$ cat src/rtl/island_bus_pkg.sv
/*
 * Island bus definitions
 * Widths of the Wishbone slave port and the fixed error response word
 */

package island_bus_pkg;

  // ------------------------------------------------------------------
  // Port widths
  // ------------------------------------------------------------------

  // Data and address widths of the Wishbone port
  localparam int unsigned DataWidth = 32;
  localparam int unsigned AddrWidth = 32;

  // One select line per byte lane
  localparam int unsigned SelWidth = DataWidth / 8;

  // ------------------------------------------------------------------
  // Fixed responses
  // ------------------------------------------------------------------

  // Read data returned along with an error
  localparam logic [DataWidth-1:0] ErrorData = 32'hBADCAB1E;

endpackage

$ cat src/rtl/island_map_pkg.sv
/*
 * Island address map
 * Bank and peripheral bases, SoC control reset values, boot ROM
 * contents and the two decoded views of a bus address
 */

package island_map_pkg;

  // ------------------------------------------------------------------
  // Memory banks
  // ------------------------------------------------------------------

  localparam int unsigned BankNumBytes = 4096;
  localparam int unsigned BankWordBits = $clog2(BankNumBytes) - 2;

  localparam logic [island_bus_pkg::AddrWidth-1:0] Bank0Base = 32'h0000_0000;
  localparam logic [island_bus_pkg::AddrWidth-1:0] Bank1Base = 32'h0000_1000;

  // ------------------------------------------------------------------
  // Peripheral region, 4 KiB per peripheral
  // ------------------------------------------------------------------

  localparam logic [island_bus_pkg::AddrWidth-1:0] PeriphBase    = 32'h0020_0000;
  localparam logic [island_bus_pkg::AddrWidth-1:0] SocCtrlOffset = 32'h0000_0000;
  localparam logic [island_bus_pkg::AddrWidth-1:0] BootRomOffset = 32'h0000_1000;

  // SoC control register offsets
  localparam logic [11:0] RegFetchEnOffset  = 12'h000;
  localparam logic [11:0] RegBootAddrOffset = 12'h004;

  // Core starts in the boot ROM window, which aliases back to word 0
  localparam logic [island_bus_pkg::AddrWidth-1:0] BootAddrDefault =
    PeriphBase + BootRomOffset + 32'h80;

  // ------------------------------------------------------------------
  // Boot ROM
  // ------------------------------------------------------------------

  localparam int unsigned RomWords = 16;

  // Wait for fetch enable, then jump to the boot address register
  localparam logic [island_bus_pkg::DataWidth-1:0] BootRomTable [RomWords] = '{
    32'h0020_02b7, 32'h0002_a303, 32'hfe03_0ee3, 32'h0042_a383,
    32'h0003_8067, 32'h0000_0013, 32'h0000_0013, 32'h0000_0013,
    32'h0000_0013, 32'h0000_0013, 32'h0000_0013, 32'h0000_0013,
    32'h0000_0013, 32'h0000_0013, 32'h0000_0013, 32'h0000_006f
  };

  // ------------------------------------------------------------------
  // Address views
  // ------------------------------------------------------------------

  typedef union packed {
    struct packed {
      logic [island_bus_pkg::AddrWidth-BankWordBits-4:0] region;
      logic                                              bank;
      logic [BankWordBits-1:0]                           word;
      logic [1:0]                                        boff;
    } mem;
    struct packed {
      logic [15:0] region;
      logic [3:0]  psel;
      logic [11:0] offset;
    } periph;
  } island_addr_t;

endpackage

$ cat src/rtl/island_boot_rom.sv
/*
 * Island boot ROM
 * Registered read of the fixed boot table, aliased over its 4 KiB window
 */

module island_boot_rom (
  input  logic                                    clk_i,
  input  logic                                    sel_i,
  input  logic [island_map_pkg::BankWordBits-1:0] word_i,
  output logic [island_bus_pkg::DataWidth-1:0]    rdata_o
);

  logic [$clog2(island_map_pkg::RomWords)-1:0] idx;

  // Upper word bits ignored so the table repeats
  assign idx = word_i[$clog2(island_map_pkg::RomWords)-1:0];

  always_ff @(posedge clk_i) begin
    if (sel_i) begin
      rdata_o <= island_map_pkg::BootRomTable[idx];
    end
  end

endmodule

$ cat config.mk
export PLATFORM = sky130hd
export DESIGN_NAME = island_boot_rom
export DESIGN_NICKNAME = d
export VERILOG_FILES = /design/src/rtl/island_bus_pkg.sv /design/src/rtl/island_map_pkg.sv /design/src/rtl/island_boot_rom.sv
export SDC_FILE = /design/constraint.sdc
export NUM_CORES = 1
export LEC_CHECK = 0
export BUFFER_PORTS_ARGS = -buffer_cell sky130_fd_sc_hd__buf_2
export CORE_MARGIN = 2
export CORE_UTILIZATION = 42
export CTS_BUF_LIST = sky130_fd_sc_hd__clkbuf_4 sky130_fd_sc_hd__clkbuf_8 sky130_fd_sc_hd__clkbuf_16
export DETAILED_ROUTE_END_ITERATION = 6
export GPL_ROUTABILITY_DRIVEN = 0
export HOLD_SLACK_MARGIN = 0.15
export PLACE_DENSITY = 0.79
export SLEW_MARGIN = 15
export SYNTH_ARGS = -nofsm -noshare
export SYNTH_HDL_FRONTEND = slang
export SYNTH_SLANG_ARGS = --single-unit
export TNS_END_PERCENT = 1
$ cat constraint.sdc
create_clock -name clk_i -period 1.35 [get_ports clk_i]
set_input_delay 0.135 -clock clk_i [delete_from_list [all_inputs] [get_ports clk_i]]
set_output_delay 0.135 -clock clk_i [all_outputs]
set_load 0.1 [all_outputs]
==> impl_metrics.py, run 1 <==
metrics = {
    "yosys": {
        "ys_async_sr_fraction_pct": 0,
        "ys.flop_type": "edfxtp_1",
        "yosys.area.top_type": "edfxtp_1",
        "ys_seq_elements": 14,
        "synth_top_area_share_pct": 55.1,
        "synthCells": 61,
        "synth_area_leaders": "edfxtp_1 55%, buf_4 18%, or4b_4 3.6%",
        "yosysWarnings": 0,
        "syn-mean-instance-area_um2": 12.5,
        "yosysSeqAreaShare_pct": 55.1,
        "synth_edf_count": 14,
        "synth_cell_types": 22,
        "synthesis.area_um2": 763,
    },
    "global_route": {
        "grt_pass1_vias": 318,
        "antenna_found_initial": 0,
        "grt_first_pass_wirelength_um": 1410,
        "grt_max_degree": 15,
        "grt_util_all_layers_pct": 9.77,
        "overflow": 0,
    },
    "setup_path": {
        "critPathBufInv": 1,
        "crit_type": "reg2out",
        "cp.required_ns": 1.22,
        "cp-end-kind": "output pin",
        "crit_chain": "buf_2",
        "crit_family": "buffers and inverters",
        "start_kind": "register",
        "cp_max_fo": 9,
        "crit_slowest_cell": "buf_2",
        "arrival_ns": 1.19,
        "cp_slowest_stage_delay_ns": 0.47,
    },
    "timing": {
        "rsz0062_at_grt": "yes",
        "slew_viol_final": 0,
        "period_minus_slack_ns": 1.32,
        "timing.final.crit_share_pct": 97.9,
        "setup_viol": 0,
        "finalHoldViolations": 0,
        "fmax_ghz": 0.756,
        "finalSetupTns_ns": 0,
    },
    "clock_tree": {
        "cts-root-buf": "clkbuf_4",
        "cts_buffers": 3,
        "htree_levels": 1,
        "cts_tree": "yes",
        "worst_setup_hold_path_clk_slew_ns": 0.08,
        "clockBufferDepth": 2,
        "clkSinkCount": 14,
        "holdBufCountCts": 0,
    },
    "finish": {
        "reg.largest.list": "rdata_o (14)",
        "final_nets": 91,
        "largest_register_ffs": 14,
        "instances_no_fill": 103,
        "antennaDiodeCount": 0,
        "synthToLayoutAreaGrowth_pct": 7.70,
        "layout_common_cells": "27 x buf_2, 14 x edfxtp_1, 9 x conb_1",
        "layout_commonest_cell": "buf_2",
        "layout-drive-gt1-share_pct": 46.2,
        "regMostFlops": "rdata_o",
    },
    "placed_design": {
        "dp_hpwl_um": 756,
        "io_buffers": 28,
        "dp.cells": 99,
    },
    "detailed_routing": {
        "via_per_inst": 4.40,
        "drc": 0,
        "drtAntennaViolNets": 0,
        "wl_per_cell_um": 9.86,
        "vias": 453,
        "drt_iter0_drc": 8,
        "wirelength_um": 1020,
        "drtPass1Iterations": 4,
    },
    "floorplan": {
        "rows": 15,
        "core-area_mm2": 0.00173,
        "start_util_pct": 44.2,
        "die_x_um": 46.6,
        "io_pins": 44,
        "dieHeight_um": 46.6,
        "dieArea_mm2": 0.00217,
    },
    "pwr": {
        "p_leak_nw": 0.382,
        "peakVddDrop_uv": 586,
        "powerDensity_mw_per_mm2": 1640,
    },
    "hold_path": {
        "hold_path_class": "in2reg",
    },
    "run_status": {
        "run_status": "complete, no violations",
    },
    "job": {
        "drv_cap": 0,
    },
}
==> cells by family after synthesis <==
family	Yosys count	synth area share, %
AOI/OAI and AO/OA	4	4.10
buffers and inverters	25	23.4
DFF	14	55.1
other	2	0.984
and+or+nand+nor	16	16.4
==> final cells by class <==
| type | instances | area, um^2 |
|---|---|---|
| clock buffers | 3 | 22.5 |
| flip-flops and latches | 14 | 420 |
| inverters | 3 | 11.3 |
| well taps | 25 | 31.3 |
| repair buffers | 28 | 143 |
| clock inverters | 1 | 3.75 |
| fillers | 171 | 905 |
| multi-input cells | 29 | 190 |
==> per-stage QoR <==
stage	total power [mW]	worst slack, ns	instance area, um^2	hold slack (ns)	util, %
2_1_floorplan	1.11	-0.250	790	0.247	-
3_3_place_gp	1.12	0.271	793	0.536	45.9
3_5_place_dp	1.13	0.264	793	0.550	45.9
4_1_cts	1.36	0.00878	820	0.265	47.5
5_1_grt	1.40	-0.0756	822	0.254	47.6
6_report	1.35	0.0280	822	0.272	47.6
==> what timing repair did <==
item / CTS / global route
setup endpoints to repair: 0 / 9
buffers inserted: 0 / 0
resized for setup: 0 / 1
==> synthesized netlist by cell type, drive strengths merged (2+ instances only) <==
cell type	n
nor3	2
conb	2
or4b	2
edfxtp	14
nor3b	2
nor4	2
inv	3
nand2	2
buf	22
==> power breakdown <==
part           internal (mW)  total [mW]  switching, mW  leakage (nW)
logic                 0.0547       0.592          0.537         0.232
clock network          0.107       0.229          0.122        0.0154
registers              0.515       0.524        0.00907         0.134
==> metal layers <==
layer	track usage, %	part of all wire [%]	vias to the layer above
met3	3.53	7.6	0
met2	13.6	48	27
li1	-	-	221
met1	12.5	45	205
met5	0	0	-
met4	6.67	0	0
==> path summary, 6_finish.rpt <==
path / from / to / slack [ns] / depth (start not counted)
max: rdata_o[30]$_SDFFCE_PN0P_ / rdata_o[26] / 0.03 / 1
min: sel_i / rdata_o[22]$_SDFFCE_PP0P_ / 0.27 / 1
(Power assumes the default switching activity.)
==> inputs of run 2 (changes only) <==
--- a/config.mk
+++ b/config.mk
@@ -7,12 +7,13 @@
 export LEC_CHECK = 0
 export BUFFER_PORTS_ARGS = -buffer_cell sky130_fd_sc_hd__buf_2
 export CORE_MARGIN = 2
-export CORE_UTILIZATION = 42
+export CORE_UTILIZATION = 38
 export CTS_BUF_LIST = sky130_fd_sc_hd__clkbuf_4 sky130_fd_sc_hd__clkbuf_8 sky130_fd_sc_hd__clkbuf_16
 export DETAILED_ROUTE_END_ITERATION = 6
 export GPL_ROUTABILITY_DRIVEN = 0
 export HOLD_SLACK_MARGIN = 0.15
-export PLACE_DENSITY = 0.79
+export PLACE_DENSITY = 0.76
+export SKIP_CTS_REPAIR_TIMING = 1
 export SLEW_MARGIN = 15
 export SYNTH_ARGS = -nofsm -noshare
 export SYNTH_HDL_FRONTEND = slang
==> constraint.sdc (replaced) <==
create_clock -name clk_i -period 1.1 [get_ports clk_i]
set_input_delay 0.11 -clock clk_i [delete_from_list [all_inputs] [get_ports clk_i]]
set_output_delay 0.11 -clock clk_i [all_outputs]
set_load 0.1 [all_outputs]
==> run 2 against run 1 <==
Compared with the run above:
- the flow now finishes with violations (setup timing)
- global-route usage increased by 1.7 points
- die area increased by 9.6%
- combinational power increased by 60%
- total power increased by 42%
- critical path depth increased by 1
- setup slack got worse by 0.085 ns
- non-clock buffer count increased by 3
- clock power increased by 28%
- first-iteration DRC count decreased by 63%
- critical endpoint is now rdata_o[28]
- largest cell class is now non-clock buffers
- largest power group unchanged
==> impl_metrics.py, run 2 (synthesis results as in run 1) <==
metrics = {
    "global_route": {
        "overflow": 0,
        "antenna_found_initial": 0,
        "grt_pass1_vias": 414,
        "grt_first_pass_wirelength_um": 1970,
        "grt_util_all_layers_pct": 11.5,
        "grt_max_degree": 15,
    },
    "pwr": {
        "total_power_mw": 1.91,
        "peakVddDrop_uv": 722,
        "powerDensity_mw_per_mm2": 1590,
        "p_leak_nw": 0.526,
    },
    "run_status": {
        "violations": "setup timing",
        "run_status": "finished, violations left",
    },
    "timing": {
        "slew_viol_final": 0,
        "timing.final.crit_share_pct": 105,
        "rsz0062_at_grt": "yes",
        "setup_slack_ns": -0.0568,
        "finalHoldViolations": 0,
        "period_minus_slack_ns": 1.16,
        "fmax_ghz": 0.864,
        "setup_viol": 9,
    },
    "clock_tree": {
        "cts_buffers": 3,
        "cts_tree": "yes",
        "clkSinkCount": 14,
        "cts-root-buf": "clkbuf_4",
        "clockBufferDepth": 2,
        "htree_levels": 1,
        "worst_setup_hold_path_clk_slew_ns": 0.09,
    },
    "setup_path": {
        "crit_family": "flip-flops",
        "cp_slowest_stage_delay_ns": 0.43,
        "cp-end-kind": "output pin",
        "arrival_ns": 1.05,
        "crit_slowest_cell": "edfxtp_1",
        "crit_type": "reg2out",
        "cp.required_ns": 0.99,
        "crit_top_cell": "buf_12",
        "start_kind": "register",
        "crit_chain": "buf_12 -> buf_12",
        "critPathBufInv": 2,
        "cp_max_fo": 9,
    },
    "placed_design": {
        "dp_hpwl_um": 1010,
        "place_ws_ns": 0.0402,
        "io_buffers": 28,
    },
    "finish": {
        "fin_util_pct": 62.6,
        "antennaDiodeCount": 0,
        "regMostFlops": "rdata_o",
        "largest_register_ffs": 14,
        "synthToLayoutAreaGrowth_pct": 57.5,
        "reg.largest.list": "rdata_o (14)",
        "final_nets": 94,
        "layout_common_cells": "24 x buf_12, 14 x edfxtp_1, 9 x conb_1",
        "layout-drive-gt1-share_pct": 48.1,
        "layout_commonest_cell": "buf_12",
    },
    "hold_path": {
        "hold_path_class": "in2reg",
        "hp-start": "sel_i",
        "holdPathStages": 1,
        "worst_hold_path.endpoint": "rdata_o[15]$_SDFFCE_PP0P_",
    },
    "floorplan": {
        "dieArea_mm2": 0.00238,
        "start_util_pct": 39.7,
        "core-area_mm2": 0.00192,
        "dieHeight_um": 48.8,
        "die_x_um": 48.8,
        "io_pins": 44,
        "rows": 16,
    },
    "detailed_routing": {
        "drt_iter0_drc": 3,
        "drtPass1Iterations": 4,
        "wirelength_um": 1240,
        "wl_per_cell_um": 11.5,
        "drtAntennaViolNets": 0,
        "via_per_inst": 4.37,
        "vias": 472,
        "drc": 0,
    },
    "job": {
        "drv_cap": 0,
    },
}
[run 2: cell types whose count changed in the layout (fill, tap and decap cells not counted)]
cell      before  now
clkbuf_4       4    3
buf_12         0   24
buf_2         27    5
buf_4          0    2
[run 2: stage by stage]
stage	std cells	TNS (ns)	cell area, um^2	hold slack [ns]
floorplan	68	-4.19	790	0.222
global route	108	-0.763	1200	0.244
finish	108	-0.500	1200	0.230
CTS	108	-0.643	1200	0.236
detailed placement	104	0	1180	0.524
global placement	104	0	1180	0.502
[run 2: power breakdown]
part           leakage, nW  total [mW]  switching [mW]  internal [mW]
Clock               0.0154       0.292           0.160          0.131
Combinational        0.376       0.950           0.679          0.271
Sequential           0.134       0.671          0.0353          0.636
Total                0.526        1.91           0.875           1.04
[run 2: final cells by class]
type	count	area (um^2)
Fill cell	143	719
Timing Repair Buffer	31	520
Sequential cell	14	420
Multi-Input combinational cell	29	190
Tap cell	27	33.8
Clock buffer	3	22.5
Inverter	3	11.3
Clock inverter	1	3.75
[run 2: per-layer routing]
| metal | up-vias | track usage, % | share of wire (%) |
|---|---|---|---|
| met5 | - | 0 | 0 |
| met4 | 0 | 11.4 | 3.9 |
| met3 | 4 | 3.99 | 9.8 |
| met2 | 28 | 19.9 | 53 |
| met1 | 214 | 10.0 | 33 |
| li1 | 226 | - | - |
[run 2: worst max-delay path by stage]
stage | startpoint | endpoint | slack [ns] | cells past startpoint
floorplan | rdata_o[30]$_SDFFCE_PN0P_ | rdata_o[11] | -0.48 | 1
global placement | word_i[0] | rdata_o[6]$_DFFE_PP_ | 0.07 | 3
detailed placement | word_i[0] | rdata_o[30]$_SDFFCE_PN0P_ | 0.04 | 3
CTS | rdata_o[30]$_SDFFCE_PN0P_ | rdata_o[28] | -0.07 | 2
global route | rdata_o[30]$_SDFFCE_PN0P_ | rdata_o[28] | -0.09 | 2
finish | rdata_o[30]$_SDFFCE_PN0P_ | rdata_o[28] | -0.06 | 2
