[src/rtl/island_bus_pkg.sv]
/*
 * Island bus definitions
 * Widths of the Wishbone slave port and the fixed error response word
 */

package island_bus_pkg;

  // ------------------------------------------------------------------
  // Port widths
  // ------------------------------------------------------------------

  // Data and address widths of the Wishbone port
  localparam int unsigned DataWidth = 32;
  localparam int unsigned AddrWidth = 32;

  // One select line per byte lane
  localparam int unsigned SelWidth = DataWidth / 8;

  // ------------------------------------------------------------------
  // Fixed responses
  // ------------------------------------------------------------------

  // Read data returned along with an error
  localparam logic [DataWidth-1:0] ErrorData = 32'hBADCAB1E;

endpackage

[src/rtl/island_map_pkg.sv]
/*
 * Island address map
 * Bank and peripheral bases, SoC control reset values, boot ROM
 * contents and the two decoded views of a bus address
 */

package island_map_pkg;

  // ------------------------------------------------------------------
  // Memory banks
  // ------------------------------------------------------------------

  localparam int unsigned BankNumBytes = 4096;
  localparam int unsigned BankWordBits = $clog2(BankNumBytes) - 2;

  localparam logic [island_bus_pkg::AddrWidth-1:0] Bank0Base = 32'h0000_0000;
  localparam logic [island_bus_pkg::AddrWidth-1:0] Bank1Base = 32'h0000_1000;

  // ------------------------------------------------------------------
  // Peripheral region, 4 KiB per peripheral
  // ------------------------------------------------------------------

  localparam logic [island_bus_pkg::AddrWidth-1:0] PeriphBase    = 32'h0020_0000;
  localparam logic [island_bus_pkg::AddrWidth-1:0] SocCtrlOffset = 32'h0000_0000;
  localparam logic [island_bus_pkg::AddrWidth-1:0] BootRomOffset = 32'h0000_1000;

  // SoC control register offsets
  localparam logic [11:0] RegFetchEnOffset  = 12'h000;
  localparam logic [11:0] RegBootAddrOffset = 12'h004;

  // Core starts in the boot ROM window, which aliases back to word 0
  localparam logic [island_bus_pkg::AddrWidth-1:0] BootAddrDefault =
    PeriphBase + BootRomOffset + 32'h80;

  // ------------------------------------------------------------------
  // Boot ROM
  // ------------------------------------------------------------------

  localparam int unsigned RomWords = 16;

  // Wait for fetch enable, then jump to the boot address register
  localparam logic [island_bus_pkg::DataWidth-1:0] BootRomTable [RomWords] = '{
    32'h0020_02b7, 32'h0002_a303, 32'hfe03_0ee3, 32'h0042_a383,
    32'h0003_8067, 32'h0000_0013, 32'h0000_0013, 32'h0000_0013,
    32'h0000_0013, 32'h0000_0013, 32'h0000_0013, 32'h0000_0013,
    32'h0000_0013, 32'h0000_0013, 32'h0000_0013, 32'h0000_006f
  };

  // ------------------------------------------------------------------
  // Address views
  // ------------------------------------------------------------------

  typedef union packed {
    struct packed {
      logic [island_bus_pkg::AddrWidth-BankWordBits-4:0] region;
      logic                                              bank;
      logic [BankWordBits-1:0]                           word;
      logic [1:0]                                        boff;
    } mem;
    struct packed {
      logic [15:0] region;
      logic [3:0]  psel;
      logic [11:0] offset;
    } periph;
  } island_addr_t;

endpackage

[src/rtl/island_bus_ctrl.sv]
/*
 * Island bus controller
 * Decodes each Wishbone access to a bank, the SoC registers, the boot
 * ROM or the error response, and answers after a fixed two cycles
 */

module island_bus_ctrl (
  input  logic                                    clk_i,
  input  logic                                    rst_ni,
  // Wishbone slave
  input  logic                                    wb_cyc_i,
  input  logic                                    wb_stb_i,
  input  logic                                    wb_we_i,
  input  logic [island_bus_pkg::SelWidth-1:0]     wb_sel_i,
  input  logic [island_bus_pkg::AddrWidth-1:0]    wb_adr_i,
  input  logic [island_bus_pkg::DataWidth-1:0]    wb_dat_i,
  output logic [island_bus_pkg::DataWidth-1:0]    wb_dat_o,
  output logic                                    wb_ack_o,
  output logic                                    wb_err_o,
  // Target strobes
  output logic                                    bank0_sel_o,
  output logic                                    bank1_sel_o,
  output logic                                    regs_sel_o,
  output logic                                    rom_sel_o,
  // Shared access fields
  output logic                                    acc_we_o,
  output logic [island_bus_pkg::SelWidth-1:0]     acc_be_o,
  output logic [island_map_pkg::BankWordBits-1:0] acc_word_o,
  output logic [11:0]                             acc_off_o,
  output logic [island_bus_pkg::DataWidth-1:0]    acc_wdata_o,
  // Target read data
  input  logic [island_bus_pkg::DataWidth-1:0]    bank0_rdata_i,
  input  logic [island_bus_pkg::DataWidth-1:0]    bank1_rdata_i,
  input  logic [island_bus_pkg::DataWidth-1:0]    regs_rdata_i,
  input  logic [island_bus_pkg::DataWidth-1:0]    rom_rdata_i
);

  island_map_pkg::island_addr_t adr;
  island_map_pkg::island_addr_t bank0_base;
  island_map_pkg::island_addr_t bank1_base;
  island_map_pkg::island_addr_t regs_base;
  island_map_pkg::island_addr_t rom_base;

  logic       start;
  logic [3:0] hit;
  logic [3:0] sel_q;
  logic [3:0] rsel_q;
  logic       miss_q;
  logic       busy_q;
  logic       ack_q;
  logic       err_q;

  // ------------------------------------------------------------------
  // Decode
  // ------------------------------------------------------------------

  assign adr        = wb_adr_i;
  assign bank0_base = island_map_pkg::Bank0Base;
  assign bank1_base = island_map_pkg::Bank1Base;
  assign regs_base  = island_map_pkg::PeriphBase + island_map_pkg::SocCtrlOffset;
  assign rom_base   = island_map_pkg::PeriphBase + island_map_pkg::BootRomOffset;

  // One-hot target: bank0, bank1, regs, rom
  assign hit[0] = (adr.mem.region == bank0_base.mem.region) && (adr.mem.bank == bank0_base.mem.bank);
  assign hit[1] = (adr.mem.region == bank1_base.mem.region) && (adr.mem.bank == bank1_base.mem.bank);
  assign hit[2] = (adr.periph.region == regs_base.periph.region) &&
                  (adr.periph.psel == regs_base.periph.psel);
  assign hit[3] = (adr.periph.region == rom_base.periph.region) &&
                  (adr.periph.psel == rom_base.periph.psel);

  // Held stb during the ack cycle must not start a second access
  assign start = wb_cyc_i & wb_stb_i & ~busy_q;

  // Master holds these until ack or err
  assign acc_we_o    = wb_we_i;
  assign acc_be_o    = wb_sel_i;
  assign acc_word_o  = adr.mem.word;
  assign acc_off_o   = adr.periph.offset;
  assign acc_wdata_o = wb_dat_i;

  assign bank0_sel_o = sel_q[0];
  assign bank1_sel_o = sel_q[1];
  assign regs_sel_o  = sel_q[2];
  assign rom_sel_o   = sel_q[3];

  // ------------------------------------------------------------------
  // Strobe and response sequencing
  // ------------------------------------------------------------------

  always_ff @(posedge clk_i or negedge rst_ni) begin
    if (!rst_ni) begin
      sel_q  <= '0;
      rsel_q <= '0;
      miss_q <= 1'b0;
      busy_q <= 1'b0;
      ack_q  <= 1'b0;
      err_q  <= 1'b0;
    end else begin
      sel_q  <= start ? hit : 4'b0000;
      miss_q <= start & ~(|hit);
      ack_q  <= |sel_q;
      err_q  <= miss_q;
      if (start) begin
        busy_q <= 1'b1;
        rsel_q <= hit;
      end else if (ack_q || err_q) begin
        busy_q <= 1'b0;
      end
    end
  end

  assign wb_ack_o = ack_q;
  assign wb_err_o = err_q;

  always_comb begin
    if (err_q) begin
      wb_dat_o = island_bus_pkg::ErrorData;
    end else if (rsel_q[0]) begin
      wb_dat_o = bank0_rdata_i;
    end else if (rsel_q[1]) begin
      wb_dat_o = bank1_rdata_i;
    end else if (rsel_q[2]) begin
      wb_dat_o = regs_rdata_i;
    end else if (rsel_q[3]) begin
      wb_dat_o = rom_rdata_i;
    end else begin
      wb_dat_o = '0;
    end
  end

  // ------------------------------------------------------------------
  // Assertions
  // ------------------------------------------------------------------

  assert property (@(posedge clk_i) disable iff (!rst_ni) !(wb_ack_o && wb_err_o))
    else $error("ack and err high together");

  // Master must still be holding its request when the answer arrives
  assert property (@(posedge clk_i) disable iff (!rst_ni)
    (wb_ack_o || wb_err_o) |-> (wb_cyc_i && wb_stb_i))
    else $error("response outside an active cycle");

endmodule

[config.mk]
export PLATFORM = sky130hd
export DESIGN_NAME = island_bus_ctrl
export DESIGN_NICKNAME = d
export VERILOG_FILES = /design/src/rtl/island_bus_pkg.sv /design/src/rtl/island_map_pkg.sv /design/src/rtl/island_bus_ctrl.sv
export SDC_FILE = /design/constraint.sdc
export NUM_CORES = 1
export LEC_CHECK = 0
export ABC_AREA = 1
export BUFFER_PORTS_ARGS = -buffer_cell sky130_fd_sc_hd__buf_2
export CAP_MARGIN = 20
export CORE_AREA = 2 2 114 116
export CTS_CLUSTER_SIZE = 20
export DETAILED_ROUTE_END_ITERATION = 8
export DIE_AREA = 0 0 116 118
export HOLD_SLACK_MARGIN = 0.03
export MAX_ROUTING_LAYER = met4
export SLEW_MARGIN = 30
export SYNTH_ARGS = -nofsm -noshare
export SYNTH_HDL_FRONTEND = slang
export SYNTH_SLANG_ARGS = --single-unit
[constraint.sdc]
create_clock -name clk_i -period 3.1 [get_ports clk_i]
set_input_delay 0 -clock clk_i [delete_from_list [all_inputs] [get_ports clk_i]]
set_output_delay 0 -clock clk_i [all_outputs]
set_load 0.1 [all_outputs]
==> results of run 1 <==
[power groups by stage]
stage,Sequential [W],Combinational [W],Clock (W)
finish,0.000157,0.000496,0.000259
global route,0.000157,0.000516,0.000276
CTS,0.000157,0.000497,0.000262
detailed placement,0.000159,0.000121,0
global placement,0.000159,0.000121,0
floorplan,0.000160,0.000377,0
[state kept, by name, summed over array words and instances (netlist names)]
name and count:
sel_q 4, rsel_q 4, wb_ack_o 1, wb_err_o 1, miss_q 1, busy_q 1
[tightest hold or removal path, delay by kind of cell]
family	cells	cell delay, ps
buf+inv	2	170
simple gates	1	80
[worst min-delay path by stage]
stage               slack [ps]  cells after the start  endpoint
floorplan                 -300                      0    busy_q
global placement          -120                      1  wb_ack_o
detailed placement        -110                      1  wb_ack_o
CTS                         50                      3  sel_q[1]
global route                90                      3  sel_q[1]
finish                      50                      3  sel_q[1]
[cells in the final DEF, fill, tap and decap left out, types with 2 or more instances in the layout]
master | netlist | routed
nor3_1 | 2 | 2
and2_1 | 13 | 13
clkbuf_16 | 0 | 3
nand2_1 | 76 | 76
a21oi_1 | 77 | 77
dfrtp_1 | 12 | 9
dlygate4sd3_1 | 0 | 40
o31ai_1 | 33 | 33
buf_2 | 11 | 189
buf_12 | 0 | 10
o21ai_0 | 2 | 2
buf_4 | 63 | 4
nor3b_1 | 2 | 2
dfrtp_2 | 0 | 2
inv_1 | 62 | 62
nand3_1 | 6 | 6
nor2_1 | 54 | 54
[logic make-up (layout without fill, tap and decap cells)]
| kind of cell | after synthesis | after routing | synth area share [%] |
|---|---|---|---|
| AND/OR/NAND/NOR | 154 | 154 | 26.0 |
| AO/OA/AOI/OAI | 112 | 112 | 26.5 |
| flip-flops | 12 | 12 | 12.4 |
| buffers and inverters | 152 | 310 | 35.2 |
[area by class of cell]
class,instances,share of cell area (%)
timing repair buffer,243,42.6
multi-input combinational,266,34.4
inverter,63,6.52
tap,172,5.81
clock buffer,4,2.40
sequential,12,8.28
[per-stage QoR]
step / cells / hold slack [ps] / utilization, % / total power (W) / setup WS, ps
2_1_floorplan: 430 / -296 / - / 0.000536 / 925
5_1_grt: 760 / 88.9 / 29.8 / 0.000949 / 752
4_1_cts: 760 / 54.7 / 29.8 / 0.000916 / 759
3_3_place_gp: 706 / -117 / 24.3 / 0.000280 / 1050
6_report: 760 / 50.0 / 29.8 / 0.000912 / 871
3_5_place_dp: 706 / -115 / 24.3 / 0.000281 / 1010
[routing by layer]
layer,share of wire (%),vias up
met5,0,-
met4,2.0,0
met3,9.0,17
met2,50,193
met1,39,1367
li1,-,1616
==> out/results.ini, run 1 <==
[clock_tree]
postCtsHoldBufs=50
clk_latency_ps=240
htree_levels=1
cts_tree=yes
cts_buffers=3
root_buffer=clkbuf_16
cts.sinks=12
cts.repair.resized=0
postCtsSetupBuffers=0
clkTransAtPathRegs_ps=40
clk_path_buf_depth=2

[power_and_ir_drop]
irDropWorstVdd_v=0.000174
p_per_area_mw_per_mm2=246
power.internal_w=0.000486
netSwitchingFraction_pct=46.7
p_leak_nw=2.22
pwr-share-comb_pct=54.4
p_clk_share_pct=28.4
p_switching_w=0.000427
seqPwrFrac_pct=17.2

[critical_path]
crit_path_top_delay_cell=dfrtp_1
cp_data_required_time_ps=3100
slowest_delay_ps=600
path_delay_family=buffers and inverters
reg2regPathDepth=2
crit_chain=buf_4 > a21oi_1 > o31ai_1 > and2_1 > buf_2
cp_num_cells=5
cp-end-kind=output port
cp_num_buf_inv=2
start_kind=flop
critPathArrivalTime_ps=2230
reg2reg_slack_ps=1770
rr_startpoint=wb_err_o
rr_endpoint=busy_q
criticalPathCategory=flop to output port
endpoint=wb_dat_o[10]
startpoint=rsel_q[3]
path_max_fanout=22

[final_layout]
fillers=1419
seq_area_um2=307
n_antenna_cell=0
stdcell_area_mm2=0.00370
final_nets=790
multi_input_area_mm2=0.00127
layout-drive-gt1-share_pct=35.9
area_growth_pct=52.3

[routing]
drtIter0Drc=110
wl_per_cell_um=12.8
drc_errors=0
totalWireLength_um=9760
vias=3193
firstDrtPassIters=4
ant_nets=0
routed_via_density=4.20

[synth]
synth_seq_area_share_pct=12.4
synth_top_area_cell=buf_4
synth-seq-cells=12
synthArstFlopShare_pct=100
synth_cell_types=17
syn-instance-count=430
synth_edf_count=0
netlist_top_cells_area=buf_4 (19%), a21oi_1 (16%), dfrtp_1 (12%)
syn_nets=631
yosysMostFrequentCell=a21oi_1
synth_top_area_share_pct=19.5
synth_warnings=0
synth_top_flop_cell=dfrtp_1
syn_area_per_cell_um2=5.65
synth_area_mm2=0.00243
synth.top_cells.by_count=a21oi_1 (77), nand2_1 (76), buf_4 (63)

[sta]
hold_viol_final=0
skew_ps=3.18
slew_headroom_pct=30.9
fin_crit_ps=2230
finalSetupTns_ps=0
setup_viol=0
period_share_pct=71.9
clock.fmax_ghz=0.449
drv_slew=0
tightest_slew_ps=1030
rsz0062_at_grt=no

[floorplan]
dieArea_mm2=0.0137
rows=41
die_x_um=116
die_h_um=118
start_util_pct=19.6
coreArea_mm2=0.0124
io_pins=298

[placement]
port_buffers=189
dp_hpwl_um=7080
gp_congestion=0.774
placed_area_mm2=0.00301

[global_routing]
grt_pass1_wl_um=14300
antenna_found_initial=0
grt_max_degree=54
globalRouteMet2Util_pct=24.3
grtUsageMet1_pct=15.1
grt_pass1_vias=2921
gr-usage-met3_pct=1.80
grt_busiest_layer=met2
overflow=0
grt_usage_pct=13.3

[min_path]
hp-class=primary input to flop
min_from=wb_adr_i[12]

[outcome]
status=finished, final reports clean

[run]
maxCapViolCount=0

Power figures use the tool's default switching activity.
==> run 2: changes to the inputs <==
==> constraint.sdc (replaced) <==
create_clock -name clk_i -period 2 [get_ports clk_i]
set_input_delay 0 -clock clk_i [delete_from_list [all_inputs] [get_ports clk_i]]
set_output_delay 0 -clock clk_i [all_outputs]
set_load 0.1 [all_outputs]
==> run 2 against run 1 <==
Against the previous run: routed wire length grew 6.1%; clock skew shrank 2.1 ps; utilization grew 5.1 points; final cell count grew 0.92%; sequential power grew 55%; count of clock-buffer cells in the layout is the same; sequential share of layout area shrank 1.3 points; register-to-register slack lost 950 ps; critical path depth is the same; largest cell class unchanged; largest power group unchanged; highest routed layer unchanged.
==> out/results.ini, run 2 (same netlist as run 1, synthesis figures left out) <==
[power_and_ir_drop]
pwr-share-comb_pct=54.5  ; about the same
p_leak_nw=2.35  ; +5.6%
seqPwrFrac_pct=17.3  ; about the same
p_switching_w=0.000659  ; +55%
power.internal_w=0.000753  ; +55%
p_per_area_mw_per_mm2=326  ; +32%
p_clk_share_pct=28.2  ; -0.2 points
netSwitchingFraction_pct=46.7  ; -0.064 points
irDropWorstVdd_v=0.000270  ; +55%

[critical_path]
rr_endpoint=rsel_q[1]
criticalPathCategory=flop to output port
reg2reg_slack_ps=820  ; -950 ps
start_kind=flop
path_max_fanout=17  ; -23%
rr_startpoint=busy_q
critPathArrivalTime_ps=1860  ; -370 ps
slowest_delay_ps=550  ; -50 ps
cp-end-kind=output port
crit_chain=inv_6 > nor2_1 > o31ai_1 > and2_1 > buf_12
crit_path_top_delay_cell=dfrtp_2
cp_data_required_time_ps=2000  ; -1100 ps
reg2regPathDepth=5  ; +3

[placement]
dp_hpwl_um=7890  ; +12%
port_buffers=189  ; unchanged
place_ws_ps=343  ; -663 ps
gp_congestion=0.817  ; +5.5%

[run]
maxCapViolCount=0  ; unchanged

[routing]
routed_via_density=4.29  ; +2.0%
vias=3288  ; +3.0%
firstDrtPassIters=4  ; unchanged
ant_nets=0  ; unchanged
drtIter0Drc=155  ; +41%
drc_errors=0  ; unchanged
wl_per_cell_um=13.5  ; +5.2%
totalWireLength_um=10400  ; +6.1%

[global_routing]
grt_usage_pct=14.2  ; +0.92 points
antenna_found_initial=0  ; unchanged
overflow=0  ; unchanged
grt_max_degree=50  ; -7.4%
grt_pass1_vias=3102  ; +6.2%
grt_pass1_wl_um=15200  ; +6.6%

[sta]
period_share_pct=92.8
slew_headroom_pct=32.6  ; +1.7 points
clock.fmax_ghz=0.539
drv_slew=0  ; unchanged
rsz0062_at_grt=no
finalSetupTns_ps=0  ; unchanged
skew_ps=1.08  ; -2.10 ps
fin_crit_ps=1860
fin_ws_ps=144  ; -728 ps
setup_viol=0  ; unchanged
tightest_slew_ps=1010  ; -24.9 ps
hold_viol_final=0  ; unchanged

[floorplan]
die_x_um=116  ; unchanged
start_util_pct=19.6  ; unchanged
io_pins=298  ; unchanged
dieArea_mm2=0.0137  ; unchanged
die_h_um=118  ; unchanged
rows=41  ; unchanged
coreArea_mm2=0.0124  ; unchanged

[min_path]
min_from=wb_adr_i[12]
whs_endpoint=sel_q[1]
hp-class=primary input to flop
whs_path_depth=3  ; unchanged

[clock_tree]
clk_path_buf_depth=2  ; unchanged
cts_tree=yes
cts_buffers=3  ; unchanged
postCtsSetupBuffers=0  ; unchanged
htree_levels=1  ; unchanged
clk_latency_ps=240  ; about the same
root_buffer=clkbuf_16
cts.sinks=12  ; unchanged
clkTransAtPathRegs_ps=40  ; about the same

[final_layout]
layout-drive-gt1-share_pct=41.5  ; +5.6 points
postLayoutCoreUtil_pct=34.9  ; +5.1 points
final_cell_mix=buf_2 (156), a21oi_1 (77), inv_1 (62)
largestRegisters=rsel_q: 4 flops, sel_q: 4 flops
n_antenna_cell=0  ; unchanged
fillers=1333  ; -6.1%
final_nets=797  ; +0.89%
mostFrequentLayoutCell=buf_2
area_growth_pct=78.3

[outcome]
status=finished, final reports clean

run 2: critical path: cells and delay by family (launching register included):
family	cells	cell delay [ps]
DFF	1	550
and+or+nand+nor	2	300
AOI/OAI and AO/OA	1	400
buffers and inverters	2	360
run 2: worst max path at each step:
stage          cells past startpoint  slack (ps)  startpoint           end
2_1_floorplan                      4          60    wb_err_o   wb_dat_o[1]
3_3_place_gp                       5         360   rsel_q[2]  wb_dat_o[14]
3_5_place_dp                       5         340   rsel_q[2]  wb_dat_o[14]
4_1_cts                            5          90   rsel_q[2]  wb_dat_o[14]
5_1_grt                            5          70   rsel_q[1]   wb_dat_o[4]
6_report                           5         140   rsel_q[2]  wb_dat_o[14]
run 2: final cells by class:
class / instances / area, um2 / area share, %
clock buffer: 4 / 88.8 / 2.05
multi-input combinational: 266 / 1340 / 30.8
tap: 172 / 215 / 4.97
sequential: 12 / 304 / 7.02
timing repair buffer: 250 / 2150 / 49.6
inverter: 63 / 241 / 5.57
run 2: power by group through the flow:
stage	clock network, W	registers, W	logic (W)
after floorplan	0	0.000247	0.000584
after global placement	0	0.000247	0.000188
after detailed placement	0	0.000247	0.000189
after CTS	0.000405	0.000244	0.000771
after global routing	0.000427	0.000243	0.000800
final	0.000399	0.000244	0.000770
run 2: metal layers:
metal	GRT usage, %	part of all wire [%]	vias up
met5	-	0	-
met2	25.9	50	205
met3	1.80	9.2	15
met4	3.42	2.0	0
li1	-	-	1632
met1	16.4	39	1436
run 2: stage by stage:
| step | std cells | power (W) | hold WS, ps | instance area (um2) |
|---|---|---|---|---|
| 2_1_floorplan | 430 | 0.000831 | -296 | 2490 |
| 3_3_place_gp | 713 | 0.000435 | -115 | 3640 |
| 3_5_place_dp | 713 | 0.000436 | -116 | 3640 |
| 4_1_cts | 767 | 0.00142 | 53.4 | 4330 |
| 5_1_grt | 767 | 0.00147 | 88.2 | 4330 |
| 6_report | 767 | 0.00141 | 44.6 | 4330 |
run 2: what timing repair did:
action / 4_1_cts / 5_1_grt
hold endpoints to repair: 71 / 0
resized for setup: 0 / 0
hold buffers: 50 / 0
