===== config.mk =====
export PLATFORM = sky130hd
export DESIGN_NAME = island_soc_regs
export DESIGN_NICKNAME = d
export VERILOG_FILES = /design/src/rtl/island_bus_pkg.sv /design/src/rtl/island_map_pkg.sv /design/src/rtl/island_soc_regs.sv
export SDC_FILE = /design/constraint.sdc
export NUM_CORES = 1
export LEC_CHECK = 0
export ABC_AREA = 1
export BUFFER_PORTS_ARGS = -buffer_cell sky130_fd_sc_hd__buf_2
export CORE_ASPECT_RATIO = 1.5
export CORE_MARGIN = 4
export CORE_UTILIZATION = 51
export DETAILED_ROUTE_END_ITERATION = 12
export PLACE_DENSITY = 0.84
export SYNTH_ARGS = -nofsm -noshare
export SYNTH_HDL_FRONTEND = slang
export SYNTH_SLANG_ARGS = --single-unit

===== constraint.sdc =====
create_clock -name clk_i -period 1.25 [get_ports clk_i]
set_input_delay 0.3125 -clock clk_i [delete_from_list [all_inputs] [get_ports clk_i]]
set_output_delay 0.3125 -clock clk_i [all_outputs]
set_load 0.02 [all_outputs]

===== src/rtl/island_bus_pkg.sv =====
/*
 * Island bus definitions
 * Widths of the Wishbone slave port and the fixed error response word
 */

package island_bus_pkg;

  // ------------------------------------------------------------------
  // Port widths
  // ------------------------------------------------------------------

  // Data and address widths of the Wishbone port
  localparam int unsigned DataWidth = 32;
  localparam int unsigned AddrWidth = 32;

  // One select line per byte lane
  localparam int unsigned SelWidth = DataWidth / 8;

  // ------------------------------------------------------------------
  // Fixed responses
  // ------------------------------------------------------------------

  // Read data returned along with an error
  localparam logic [DataWidth-1:0] ErrorData = 32'hBADCAB1E;

endpackage


===== src/rtl/island_map_pkg.sv =====
/*
 * Island address map
 * Bank and peripheral bases, SoC control reset values, boot ROM
 * contents and the two decoded views of a bus address
 */

package island_map_pkg;

  // ------------------------------------------------------------------
  // Memory banks
  // ------------------------------------------------------------------

  localparam int unsigned BankNumBytes = 4096;
  localparam int unsigned BankWordBits = $clog2(BankNumBytes) - 2;

  localparam logic [island_bus_pkg::AddrWidth-1:0] Bank0Base = 32'h0000_0000;
  localparam logic [island_bus_pkg::AddrWidth-1:0] Bank1Base = 32'h0000_1000;

  // ------------------------------------------------------------------
  // Peripheral region, 4 KiB per peripheral
  // ------------------------------------------------------------------

  localparam logic [island_bus_pkg::AddrWidth-1:0] PeriphBase    = 32'h0020_0000;
  localparam logic [island_bus_pkg::AddrWidth-1:0] SocCtrlOffset = 32'h0000_0000;
  localparam logic [island_bus_pkg::AddrWidth-1:0] BootRomOffset = 32'h0000_1000;

  // SoC control register offsets
  localparam logic [11:0] RegFetchEnOffset  = 12'h000;
  localparam logic [11:0] RegBootAddrOffset = 12'h004;

  // Core starts in the boot ROM window, which aliases back to word 0
  localparam logic [island_bus_pkg::AddrWidth-1:0] BootAddrDefault =
    PeriphBase + BootRomOffset + 32'h80;

  // ------------------------------------------------------------------
  // Boot ROM
  // ------------------------------------------------------------------

  localparam int unsigned RomWords = 16;

  // Wait for fetch enable, then jump to the boot address register
  localparam logic [island_bus_pkg::DataWidth-1:0] BootRomTable [RomWords] = '{
    32'h0020_02b7, 32'h0002_a303, 32'hfe03_0ee3, 32'h0042_a383,
    32'h0003_8067, 32'h0000_0013, 32'h0000_0013, 32'h0000_0013,
    32'h0000_0013, 32'h0000_0013, 32'h0000_0013, 32'h0000_0013,
    32'h0000_0013, 32'h0000_0013, 32'h0000_0013, 32'h0000_006f
  };

  // ------------------------------------------------------------------
  // Address views
  // ------------------------------------------------------------------

  typedef union packed {
    struct packed {
      logic [island_bus_pkg::AddrWidth-BankWordBits-4:0] region;
      logic                                              bank;
      logic [BankWordBits-1:0]                           word;
      logic [1:0]                                        boff;
    } mem;
    struct packed {
      logic [15:0] region;
      logic [3:0]  psel;
      logic [11:0] offset;
    } periph;
  } island_addr_t;

endpackage


===== src/rtl/island_soc_regs.sv =====
/*
 * Island SoC control registers
 * Fetch enable and boot address, with byte-enabled writes and readback
 */

module island_soc_regs (
  input  logic                                 clk_i,
  input  logic                                 rst_ni,
  input  logic                                 sel_i,
  input  logic                                 we_i,
  input  logic [island_bus_pkg::SelWidth-1:0]  be_i,
  input  logic [11:0]                          off_i,
  input  logic [island_bus_pkg::DataWidth-1:0] wdata_i,
  output logic [island_bus_pkg::DataWidth-1:0] rdata_o,
  output logic                                 fetch_en_o,
  output logic [island_bus_pkg::AddrWidth-1:0] boot_addr_o
);

  logic                                 fetch_en_q;
  logic [island_bus_pkg::AddrWidth-1:0] boot_addr_q;
  logic                                 wr_fetch_en;
  logic                                 wr_boot_addr;

  assign wr_fetch_en  = sel_i & we_i & (off_i == island_map_pkg::RegFetchEnOffset);
  assign wr_boot_addr = sel_i & we_i & (off_i == island_map_pkg::RegBootAddrOffset);

  always_ff @(posedge clk_i or negedge rst_ni) begin
    if (!rst_ni) begin
      fetch_en_q  <= 1'b0;
      boot_addr_q <= island_map_pkg::BootAddrDefault;
    end else begin
      if (wr_fetch_en && be_i[0]) begin
        fetch_en_q <= wdata_i[0];
      end
      if (wr_boot_addr) begin
        for (int b = 0; b < island_bus_pkg::SelWidth; b++) begin
          if (be_i[b]) begin
            boot_addr_q[8*b +: 8] <= wdata_i[8*b +: 8];
          end
        end
      end
    end
  end

  // Readback, unmapped offsets read zero
  always_ff @(posedge clk_i) begin
    if (sel_i) begin
      case (off_i)
        island_map_pkg::RegFetchEnOffset:  rdata_o <= {{(island_bus_pkg::DataWidth-1){1'b0}}, fetch_en_q};
        island_map_pkg::RegBootAddrOffset: rdata_o <= boot_addr_q;
        default:                           rdata_o <= '0;
      endcase
    end
  end

  assign fetch_en_o  = fetch_en_q;
  assign boot_addr_o = boot_addr_q;

endmodule


==> flow_metrics.env, run 1 <==
export IMPL_rr_startpoint="boot_addr_o[7]"
export IMPL_p_total_mw=4.431
export IMPL_skew_ns=0.007736
export IMPL_slowest_stage="dfstp_2"
export IMPL_r2r_slack_ns=0.30
export IMPL_fin_crit_ns=1.292
export IMPL_grt_pass1_vias=2385
export IMPL_drc=0
export IMPL_synth_warnings=0
export IMPL_cts_buffers=9
export IMPL_status="complete, but fails checks"
export IMPL_clockBufferDepth=2
export IMPL_drive_gt1_share_pct=40.27
export IMPL_finalHoldViolations=0
export IMPL_syn_to_final_growth_pct=43.18
export IMPL_pre_cts_slack_ns=-0.1506
export IMPL_dieWidth_um=67.70
export IMPL_max_freq_mhz=773.8
export IMPL_io_pins=117
export IMPL_netlist_area_mm2=0.002726
export IMPL_cp_max_fo=2
export IMPL_place_area_mm2=0.003546
export IMPL_die_h_um=97.55
export IMPL_hold_slack_ns=0.2004
export IMPL_max_cap_viol_count=0
export IMPL_final_max_slew_viol_count=0
export IMPL_slew_headroom_pct=76.72
export IMPL_place_congestion=0.8157
export IMPL_avgViaCountPerCell=4.949
export IMPL_fin_ws_ns=-0.04230
export IMPL_drt_total_wl_um=7293
export IMPL_critical_path_arrival_ns=0.98
export IMPL_start_util_pct=52.79
export IMPL_vias=2499
export IMPL_tightest_slew_ns=0.3466
export IMPL_synth_seq_cells=65
export IMPL_crit_required_ns=0.94
export IMPL_p_switching_mw=0.9230
export IMPL_core_area_mm2=0.005165
export IMPL_r2r_cells=3
export IMPL_syn_nets=329
export IMPL_syn_inst=277
export IMPL_first_iter_violations=282
export IMPL_setup_viol_count_final=3
export IMPL_finalSetupTns_ns=-0.1137
export IMPL_ant_nets=0
export IMPL_irDropWorstVdd_mv=0.6412
export IMPL_min_path_type="input port to flip-flop"
export IMPL_numPortBuffers=116
export IMPL_rsz0062_at_grt="true"
export IMPL_min_from="wdata_i[7]"
export IMPL_crit_path_end_kind="output port"
export IMPL_clock_latency_ns=0.33
export IMPL_path_buf_inv=1
export IMPL_grt_overflow=0
export IMPL_whs_path_depth=3
export IMPL_clk_pin_slew_ns=0.07
export IMPL_num_nets_final=484
export IMPL_h_tree_depth=3
export IMPL_grt_use_total_pct=22.62
export IMPL_pwr_share_comb_pct=7.0
export IMPL_p_clk_share_pct=41.3
export IMPL_root_buffer="clkbuf_8"
export IMPL_diodes=0
export IMPL_cts_tree="built"
export IMPL_p_leak_nw=2.021
export IMPL_path_cells="buf_6"
export IMPL_seqPwrFrac_pct=51.7
export IMPL_final_area_mm2=0.003904
export IMPL_hpwl_um=5313
export IMPL_dieArea_mm2=0.006604
export IMPL_critPathTopFamily="flip-flops"
export IMPL_ys_seq_area_share_pct=65.67
export IMPL_synth_cell_type_count=18
export IMPL_crit_type="flip-flop to output port"
export IMPL_row_count=32
export IMPL_power_density_mw_per_mm2=1135
export IMPL_firstDrtPassIters=5
export IMPL_avgSynthCellArea_um2=9.842
export IMPL_whs_endpoint="boot_addr_o[7]"
export IMPL_sw_frac_of_total_pct=20.83
export IMPL_regToRegEndpoint="rdata_o[7]"
export IMPL_post_route_period_util_pct=103.4
export IMPL_routedWlPerCell_um=14.44
export IMPL_antenna_found_initial=0
export IMPL_grt_start_max_net_pins=25
export IMPL_violations="negative setup slack"
export IMPL_internal_power_mw=3.508
export IMPL_clock_sinks=65
export IMPL_grt_pass1_wl_um=11190
export IMPL_crit_path_max_incr_delay_ns=0.54
export IMPL_cp_start_kind="flip-flop"
==> cell usage after synthesis, drive strengths merged <==
cell type  instances  area [um^2]
nand2             78        305.3
inv               42        157.7
nor2              40        172.7
edfxtp            32        960.9
dfrtp             30        750.7
nand4             28        175.2
nand3             10        50.05
buf                6        42.54
clkbuf             5        18.77
dfstp              3        78.83
clkinv             2        8.750
nor3               1        5.000
==> layout by cell type (no fill, tap or decap), drive strengths merged <==
master       instances
inv                 42
edfxtp              32
nand4               28
dlygate4sd3          1
nor3                 1
clkbuf              11
dfstp                3
nand3               10
bufinv               2
clkinv               5
buf                154
dfrtp               30
nor2                40
nand2               78
==> timing repair <==
item                                    CTS  global route
buffers inserted                          3            13
endpoints found under the setup margin    3            16
hold buffers                              1             0
resized for setup                         6             2
pin swaps                                 0             0
endpoints found under the hold margin     7             0
==> state kept, by name (all words and copies together), names as in the netlist <==
register and cells:
fetch_en_o 1, boot_addr_o 32, rdata_o 32
==> worst max path at each step <==
stage,depth (start not counted),from,end
final,1,boot_addr_o[7],boot_addr_o[7]
after global routing,1,boot_addr_o[21],boot_addr_o[21]
after CTS,1,boot_addr_o[21],boot_addr_o[21]
after detailed placement,9,off_i[9],boot_addr_o[1]
after global placement,8,off_i[9],boot_addr_o[22]
after floorplan,6,off_i[11],boot_addr_o[15]
==> layout make-up <==
type,count,area (um^2)
sequential,65,1790
fill,344,1261
timing repair buffer,155,950.9
multi-input combinational,157,708.2
inverter,44,166.4
clock buffer,11,131.4
tap,68,85.08
clock inverter,5,71.32
==> routing by layer <==
| metal | routed length (um) | global-route usage, % | up-vias | share of wire, % |
|---|---|---|---|---|
| met1 | 2615 | 24.94 | 1154 | 36 |
| met3 | 536 | 6.481 | 16 | 7.3 |
| met5 | 0 | 0 | - | 0 |
| met2 | 3978 | 39.46 | 131 | 55 |
| li1 | - | - | 1198 | - |
| met4 | 163 | 8.594 | 0 | 2.2 |
==> cell families (layout without fill, tap and decap cells) <==
kind of cell | after synthesis | after routing | share of synthesized area, %
buffers and inverters | 55 | 215 | 8.352
flip-flops | 65 | 65 | 65.67
AND/OR/NAND/NOR | 157 | 157 | 25.97
==> stage by stage <==
stage | util [%] | std cells
after floorplan | - | 277
after global placement | 68.65 | 472
after detailed placement | 68.65 | 472
after CTS | 73.57 | 492
after global routing | 75.58 | 505
final | 75.58 | 505
==> power by group through the flow <==
| stage | Combinational [mW] | Clock [mW] | Sequential, mW |
|---|---|---|---|
| 4_1_cts | 0.310 | 1.85 | 2.29 |
| 2_1_floorplan | 0.0483 | 0 | 2.39 |
| 6_report | 0.310 | 1.83 | 2.29 |
| 3_5_place_dp | 0.306 | 0 | 2.33 |
| 3_3_place_gp | 0.302 | 0 | 2.33 |
| 5_1_grt | 0.335 | 1.99 | 2.29 |
==> worst register-to-register path, cell delays in order, from the launching register on <==
cell     delay (ns)
dfstp_2        0.54
buf_4          0.11
inv_1          0.05
nor2_1         0.11
Power figures use the tool's default switching activity.
==> inputs of run 2 (changes only) <==
MAX_ROUTING_LAYER = met4   (was default)
==> flow_metrics.env, run 2 (same netlist as run 1, synthesis figures left out) <==
export IMPL_core_area_mm2=0.005165
export IMPL_met3_usage_pct=4.977
export IMPL_met1_usage_pct=25.02
export IMPL_root_buffer="clkbuf_8"
export IMPL_avgViaCountPerCell=4.960
export IMPL_numPortBuffers=116
export IMPL_grt_use_total_pct=23.11
export IMPL_seqPwrFrac_pct=51.7
export IMPL_finalHoldViolations=0
export IMPL_h_tree_depth=3
export IMPL_post_route_period_util_pct=103.1
export IMPL_crit_required_ns=0.94
export IMPL_cts_tree="built"
export IMPL_diodes=0
export IMPL_syn_to_final_growth_pct=42.63
export IMPL_critical_path_arrival_ns=0.98
export IMPL_start_util_pct=52.79
export IMPL_vias=2495
export IMPL_layout_common_cells="112 x buf_2, 75 x nand2_1, 41 x inv_1"
export IMPL_rsz0062_at_grt="true"
export IMPL_gr_max_usage_layer="met2"
export IMPL_critPathTopFamily="flip-flops"
export IMPL_clock_sinks=65
export IMPL_status="complete, but fails checks"
export IMPL_min_path_type="input port to flip-flop"
export IMPL_p_total_mw=4.427
export IMPL_tightest_slew_ns=0.3455
export IMPL_path_cells="buf_6"
export IMPL_cp_max_fo=2
export IMPL_p_clk_share_pct=41.3
export IMPL_sw_frac_of_total_pct=20.77
export IMPL_grt_overflow=0
export IMPL_dieWidth_um=67.70
export IMPL_clockBufferDepth=2
export IMPL_routedWlPerCell_um=14.32
export IMPL_fillers=348
export IMPL_drive_gt1_share_pct=40.00
export IMPL_irDropWorstVdd_mv=0.6347
export IMPL_ant_nets=0
export IMPL_p_switching_mw=0.9196
export IMPL_row_count=32
export IMPL_dieArea_mm2=0.006604
export IMPL_drt_total_wl_um=7201
export IMPL_cts_buffers=9
export IMPL_hpwl_um=5313
export IMPL_drc=0
export IMPL_grt_pass1_wl_um=11150
export IMPL_crit_path_end_kind="output port"
export IMPL_die_h_um=97.55
export IMPL_pwr_share_comb_pct=7.0
export IMPL_firstDrtPassIters=5
export IMPL_crit_type="flip-flop to output port"
export IMPL_num_nets_final=482
export IMPL_fin_ws_ns=-0.03883
export IMPL_final_cells=503
export IMPL_place_inst=472
export IMPL_slowest_stage="dfstp_2"
export IMPL_clock_latency_ns=0.33
export IMPL_final_common_cell="buf_2"
export IMPL_io_pins=117
export IMPL_violations="negative setup slack"
export IMPL_internal_power_mw=3.508
export IMPL_antenna_found_initial=0
export IMPL_cp_start_kind="flip-flop"
export IMPL_rr_startpoint="boot_addr_o[7]"
export IMPL_met2_usage_pct=39.53
export IMPL_min_from="wdata_i[7]"
export IMPL_max_cap_viol_count=0
export IMPL_setup_viol_count_final=3
export IMPL_max_freq_mhz=775.9
export IMPL_clk_pin_slew_ns=0.07
export IMPL_slew_headroom_pct=76.79
export IMPL_skew_ns=0.006989
export IMPL_final_max_slew_viol_count=0
export IMPL_crit_path_max_incr_delay_ns=0.54
export IMPL_fin_crit_ns=1.289
export IMPL_grt_pass1_vias=2396
export IMPL_place_congestion=0.8278
export IMPL_hold_slack_ns=0.2036
export IMPL_path_buf_inv=1
export IMPL_p_leak_nw=2.010
export IMPL_grt_start_max_net_pins=25
export IMPL_first_iter_violations=221
export IMPL_finalSetupTns_ns=-0.1058
export IMPL_startpoint="boot_addr_o[21]"
export IMPL_power_density_mw_per_mm2=1138
## run 2: cell type report
cell class	count	area, um^2	area share [%]
Sequential cell	65	1790	46.04
Inverter	44	166.4	4.279
Clock buffer	11	131.4	3.378
Multi-Input combinational cell	157	708.2	18.21
Timing Repair Buffer	153	935.9	24.07
Tap cell	68	85.08	2.188
Clock inverter	5	71.32	1.834
## run 2: repair_timing
| action | in CTS | in global routing |
|---|---|---|
| endpoints found under the hold margin | 7 | 0 |
| hold buffers | 1 | 0 |
| buffers inserted | 3 | 11 |
| endpoints found under the setup margin | 3 | 14 |
| gates cloned | 0 | 0 |
| gates resized for setup | 6 | 2 |
## run 2: final timing paths
kind,to,slack [ns],cells after the start
worst max-delay path,boot_addr_o[21],-0.04,1
worst min-delay path,boot_addr_o[7],0.20,3
worst max register to register,rdata_o[7],0.32,3
worst min register to register,boot_addr_o[30],0.50,2
max in group asynchronous,boot_addr_o[12],0.31,3
min in group asynchronous,boot_addr_o[11],0.40,2
## run 2: power by group through the flow
stage / Clock, mW / Sequential [mW] / Combinational, mW
after floorplan: 0 / 2.39 / 0.0483
after global placement: 0 / 2.33 / 0.302
after detailed placement: 0 / 2.33 / 0.306
after CTS: 1.85 / 2.29 / 0.310
after global routing: 1.98 / 2.29 / 0.334
final: 1.83 / 2.29 / 0.309
## run 2: routing by layer
metal	wire length (um)	vias up
met2	3969	128
li1	-	1194
met4	187	0
met5	0	-
met3	474	18
met1	2568	1155
## run 2: per-stage QoR
stage          instance area [um^2]  setup slack [ns]  utilization (%)
6_report                       3889          -0.03883            75.29
3_3_place_gp                   3546          -0.04922            68.65
2_1_floorplan                  2726           0.05049                -
5_1_grt                        3889          -0.07903            75.29
3_5_place_dp                   3546           -0.1506            68.65
4_1_cts                        3800          -0.06034            73.57
==> inputs of run 3 (changes only) <==
ABC_AREA = default   (was 1)
CORE_UTILIZATION = 50   (was 51)
PLACE_DENSITY = 0.94   (was 0.84)
SETUP_SLACK_MARGIN = 0.4   (was default)
==> flow_metrics.env, run 3 <==
export IMPL_max_cap_viol_count=0
export IMPL_drc=0
export IMPL_synth_cell_type_count=18
export IMPL_ys_flop_type="edfxtp_1"
export IMPL_violations="negative setup slack"
export IMPL_layout_common_cells="77 x buf_6, 48 x buf_2, 44 x buf_4"
export IMPL_yosysMostFrequentCell="edfxtp_1"
export IMPL_status="complete, but fails checks"
export IMPL_skew_ns=0.01321
export IMPL_pre_cts_slack_ns=-0.7566
export IMPL_syn_to_final_growth_pct=77.88
export IMPL_place_congestion=0.7936
export IMPL_power_density_mw_per_mm2=975.1
export IMPL_first_iter_violations=183
export IMPL_crit_type="input port to flip-flop"
export IMPL_dieWidth_um=66.45
export IMPL_num_nets_final=384
export IMPL_cp_max_fo=8
export IMPL_antenna_found_initial=2
export IMPL_vias=2303
export IMPL_root_buffer="clkbuf_8"
export IMPL_p_total_mw=4.445
export IMPL_grt_pass1_vias=2113
export IMPL_tightest_slew_ns=0.2753
export IMPL_p_leak_nw=2.246
export IMPL_irDropWorstVdd_mv=1.032
export IMPL_final_max_slew_viol_count=0
export IMPL_sw_frac_of_total_pct=24.72
export IMPL_internal_power_mw=3.346
export IMPL_post_route_period_util_pct=132.2
export IMPL_synth_warnings=0
export IMPL_final_cells=405
export IMPL_avgViaCountPerCell=5.686
export IMPL_async_flop_share_pct=50.77
export IMPL_die_h_um=95.68
export IMPL_ys_seq_area_share_pct=69.87
export IMPL_grt_use_total_pct=25.17
export IMPL_grt_start_max_net_pins=34
export IMPL_fillers=138
export IMPL_fin_crit_ns=1.652
export IMPL_critical_path_arrival_ns=1.88
export IMPL_synth_edf_count=32
export IMPL_clockBufferDepth=2
export IMPL_setup_viol_count_final=70
export IMPL_cts_buffers=9
export IMPL_h_tree_depth=3
export IMPL_r2r_cells=3
export IMPL_yosys_top_cells_area="edfxtp_1 38%, dfrtp_1 29%, mux2_2 14%"
export IMPL_firstDrtPassIters=4
export IMPL_yosys_area_top_type="edfxtp_1"
export IMPL_numPortBuffers=116
export IMPL_finalHoldViolations=0
export IMPL_row_count=31
export IMPL_slew_headroom_pct=81.12
export IMPL_grt_overflow=0
export IMPL_clk_pin_slew_ns=0.08
export IMPL_ant_nets=0
export IMPL_cts_tree="built"
export IMPL_synth_common_cells="32 x edfxtp_1, 31 x and2_1, 31 x mux2_2"
export IMPL_max_freq_mhz=605.4
export IMPL_seqPwrFrac_pct=51.8
export IMPL_core_area_mm2=0.004887
export IMPL_synth_top_area_share_pct=37.50
export IMPL_clock_latency_ns=0.36
export IMPL_drt_total_wl_um=11160
export IMPL_crit_required_ns=1.48
export IMPL_netlist_area_mm2=0.002562
export IMPL_min_path_type="input port to flip-flop"
export IMPL_syn_inst=152
export IMPL_clock_sinks=65
export IMPL_final_common_cell="buf_6"
export IMPL_pwr_share_comb_pct=8.1
export IMPL_syn_nets=204
export IMPL_p_switching_mw=1.099
export IMPL_synth_seq_cells=65
export IMPL_rsz0062_at_grt="true"
export IMPL_io_pins=117
export IMPL_routedWlPerCell_um=27.56
export IMPL_drive_gt1_share_pct=75.67
export IMPL_start_util_pct=52.43
export IMPL_fin_ws_ns=-0.4019
export IMPL_finalSetupTns_ns=-23.43
export IMPL_dieArea_mm2=0.006358
export IMPL_avgSynthCellArea_um2=16.86
export IMPL_grt_pass1_wl_um=10960
export IMPL_p_clk_share_pct=40.1
export IMPL_crit_path_end_kind="flip-flop"
export IMPL_whs_path_depth=2
export IMPL_cp_start_kind="input port"
export IMPL_place_inst=340
run 3: power groups by stage:
stage	Sequential (mW)	Clock [mW]	Combinational, mW
finish	2.30	1.78	0.360
global route	2.31	1.86	0.371
CTS	2.29	1.70	0.285
detailed placement	2.33	0	0.259
global placement	2.33	0	0.252
floorplan	2.39	0	0.0271
run 3: final cells by class:
type / instances / area [um^2] / area share, %
flip-flops and latches: 65 / 1790 / 39.28
repair buffers: 175 / 1548 / 33.96
multi-input cells: 80 / 943.4 / 20.70
clock buffers: 9 / 123.9 / 2.718
well taps: 66 / 82.58 / 1.812
clock inverters: 7 / 61.31 / 1.345
diodes: 2 / 5.005 / 0.1098
inverters: 1 / 3.754 / 0.08235
run 3: metal layers:
metal	share of wire (%)	GRT usage, %
met5	0	-
met1	30	26.89
met4	7.4	11.02
met2	57	44.16
met3	5.6	5.425
run 3: metrics by stage:
step	util, %	instance area, um^2	hold slack [ns]
floorplan	-	2596	0.01691
global placement	68.36	3341	0.2813
detailed placement	68.36	3341	0.2824
CTS	84.79	4144	0.1790
global route	93.27	4558	0.2030
finish	93.27	4558	0.1901
run 3: worst max-delay path, stage by stage:
cell	delay, ns
buf_6	0.10
or4_4	0.55
buf_12	0.17
nor4_4	0.22
buf_12	0.18
mux2_2	0.35
run 3: kinds of logic (layout without fill, tap and decap cells):
family,Yosys count,in the layout,share of synthesized area [%]
flops,65,65,69.87
simple gates,46,46,14.01
mux,34,34,14.89
buf+inv,7,192,1.220
other cells,0,2,0
run 3: path summary, 6_finish.rpt:
| path | to | from | slack, ns |
|---|---|---|---|
| max | boot_addr_o[20] | off_i[10] | -0.40 |
| min | boot_addr_o[5] | wdata_i[5] | 0.19 |
| max reg2reg | rdata_o[0] | boot_addr_o[0] | 0.11 |
| min reg2reg | boot_addr_o[30] | boot_addr_o[30] | 0.60 |
| max in group asynchronous | boot_addr_o[21] | rst_ni | 0.46 |
| min in group asynchronous | boot_addr_o[1] | rst_ni | 0.53 |
run 3: what timing repair did:
item                                   4_1_cts  5_1_grt
buffers inserted                            30       14
gates cloned                                 1        1
gates resized for setup                    112       85
setup endpoints to repair                  162      130
pin swaps                                    1       19
endpoints found under the hold margin       30        0
hold buffers                                 1        0
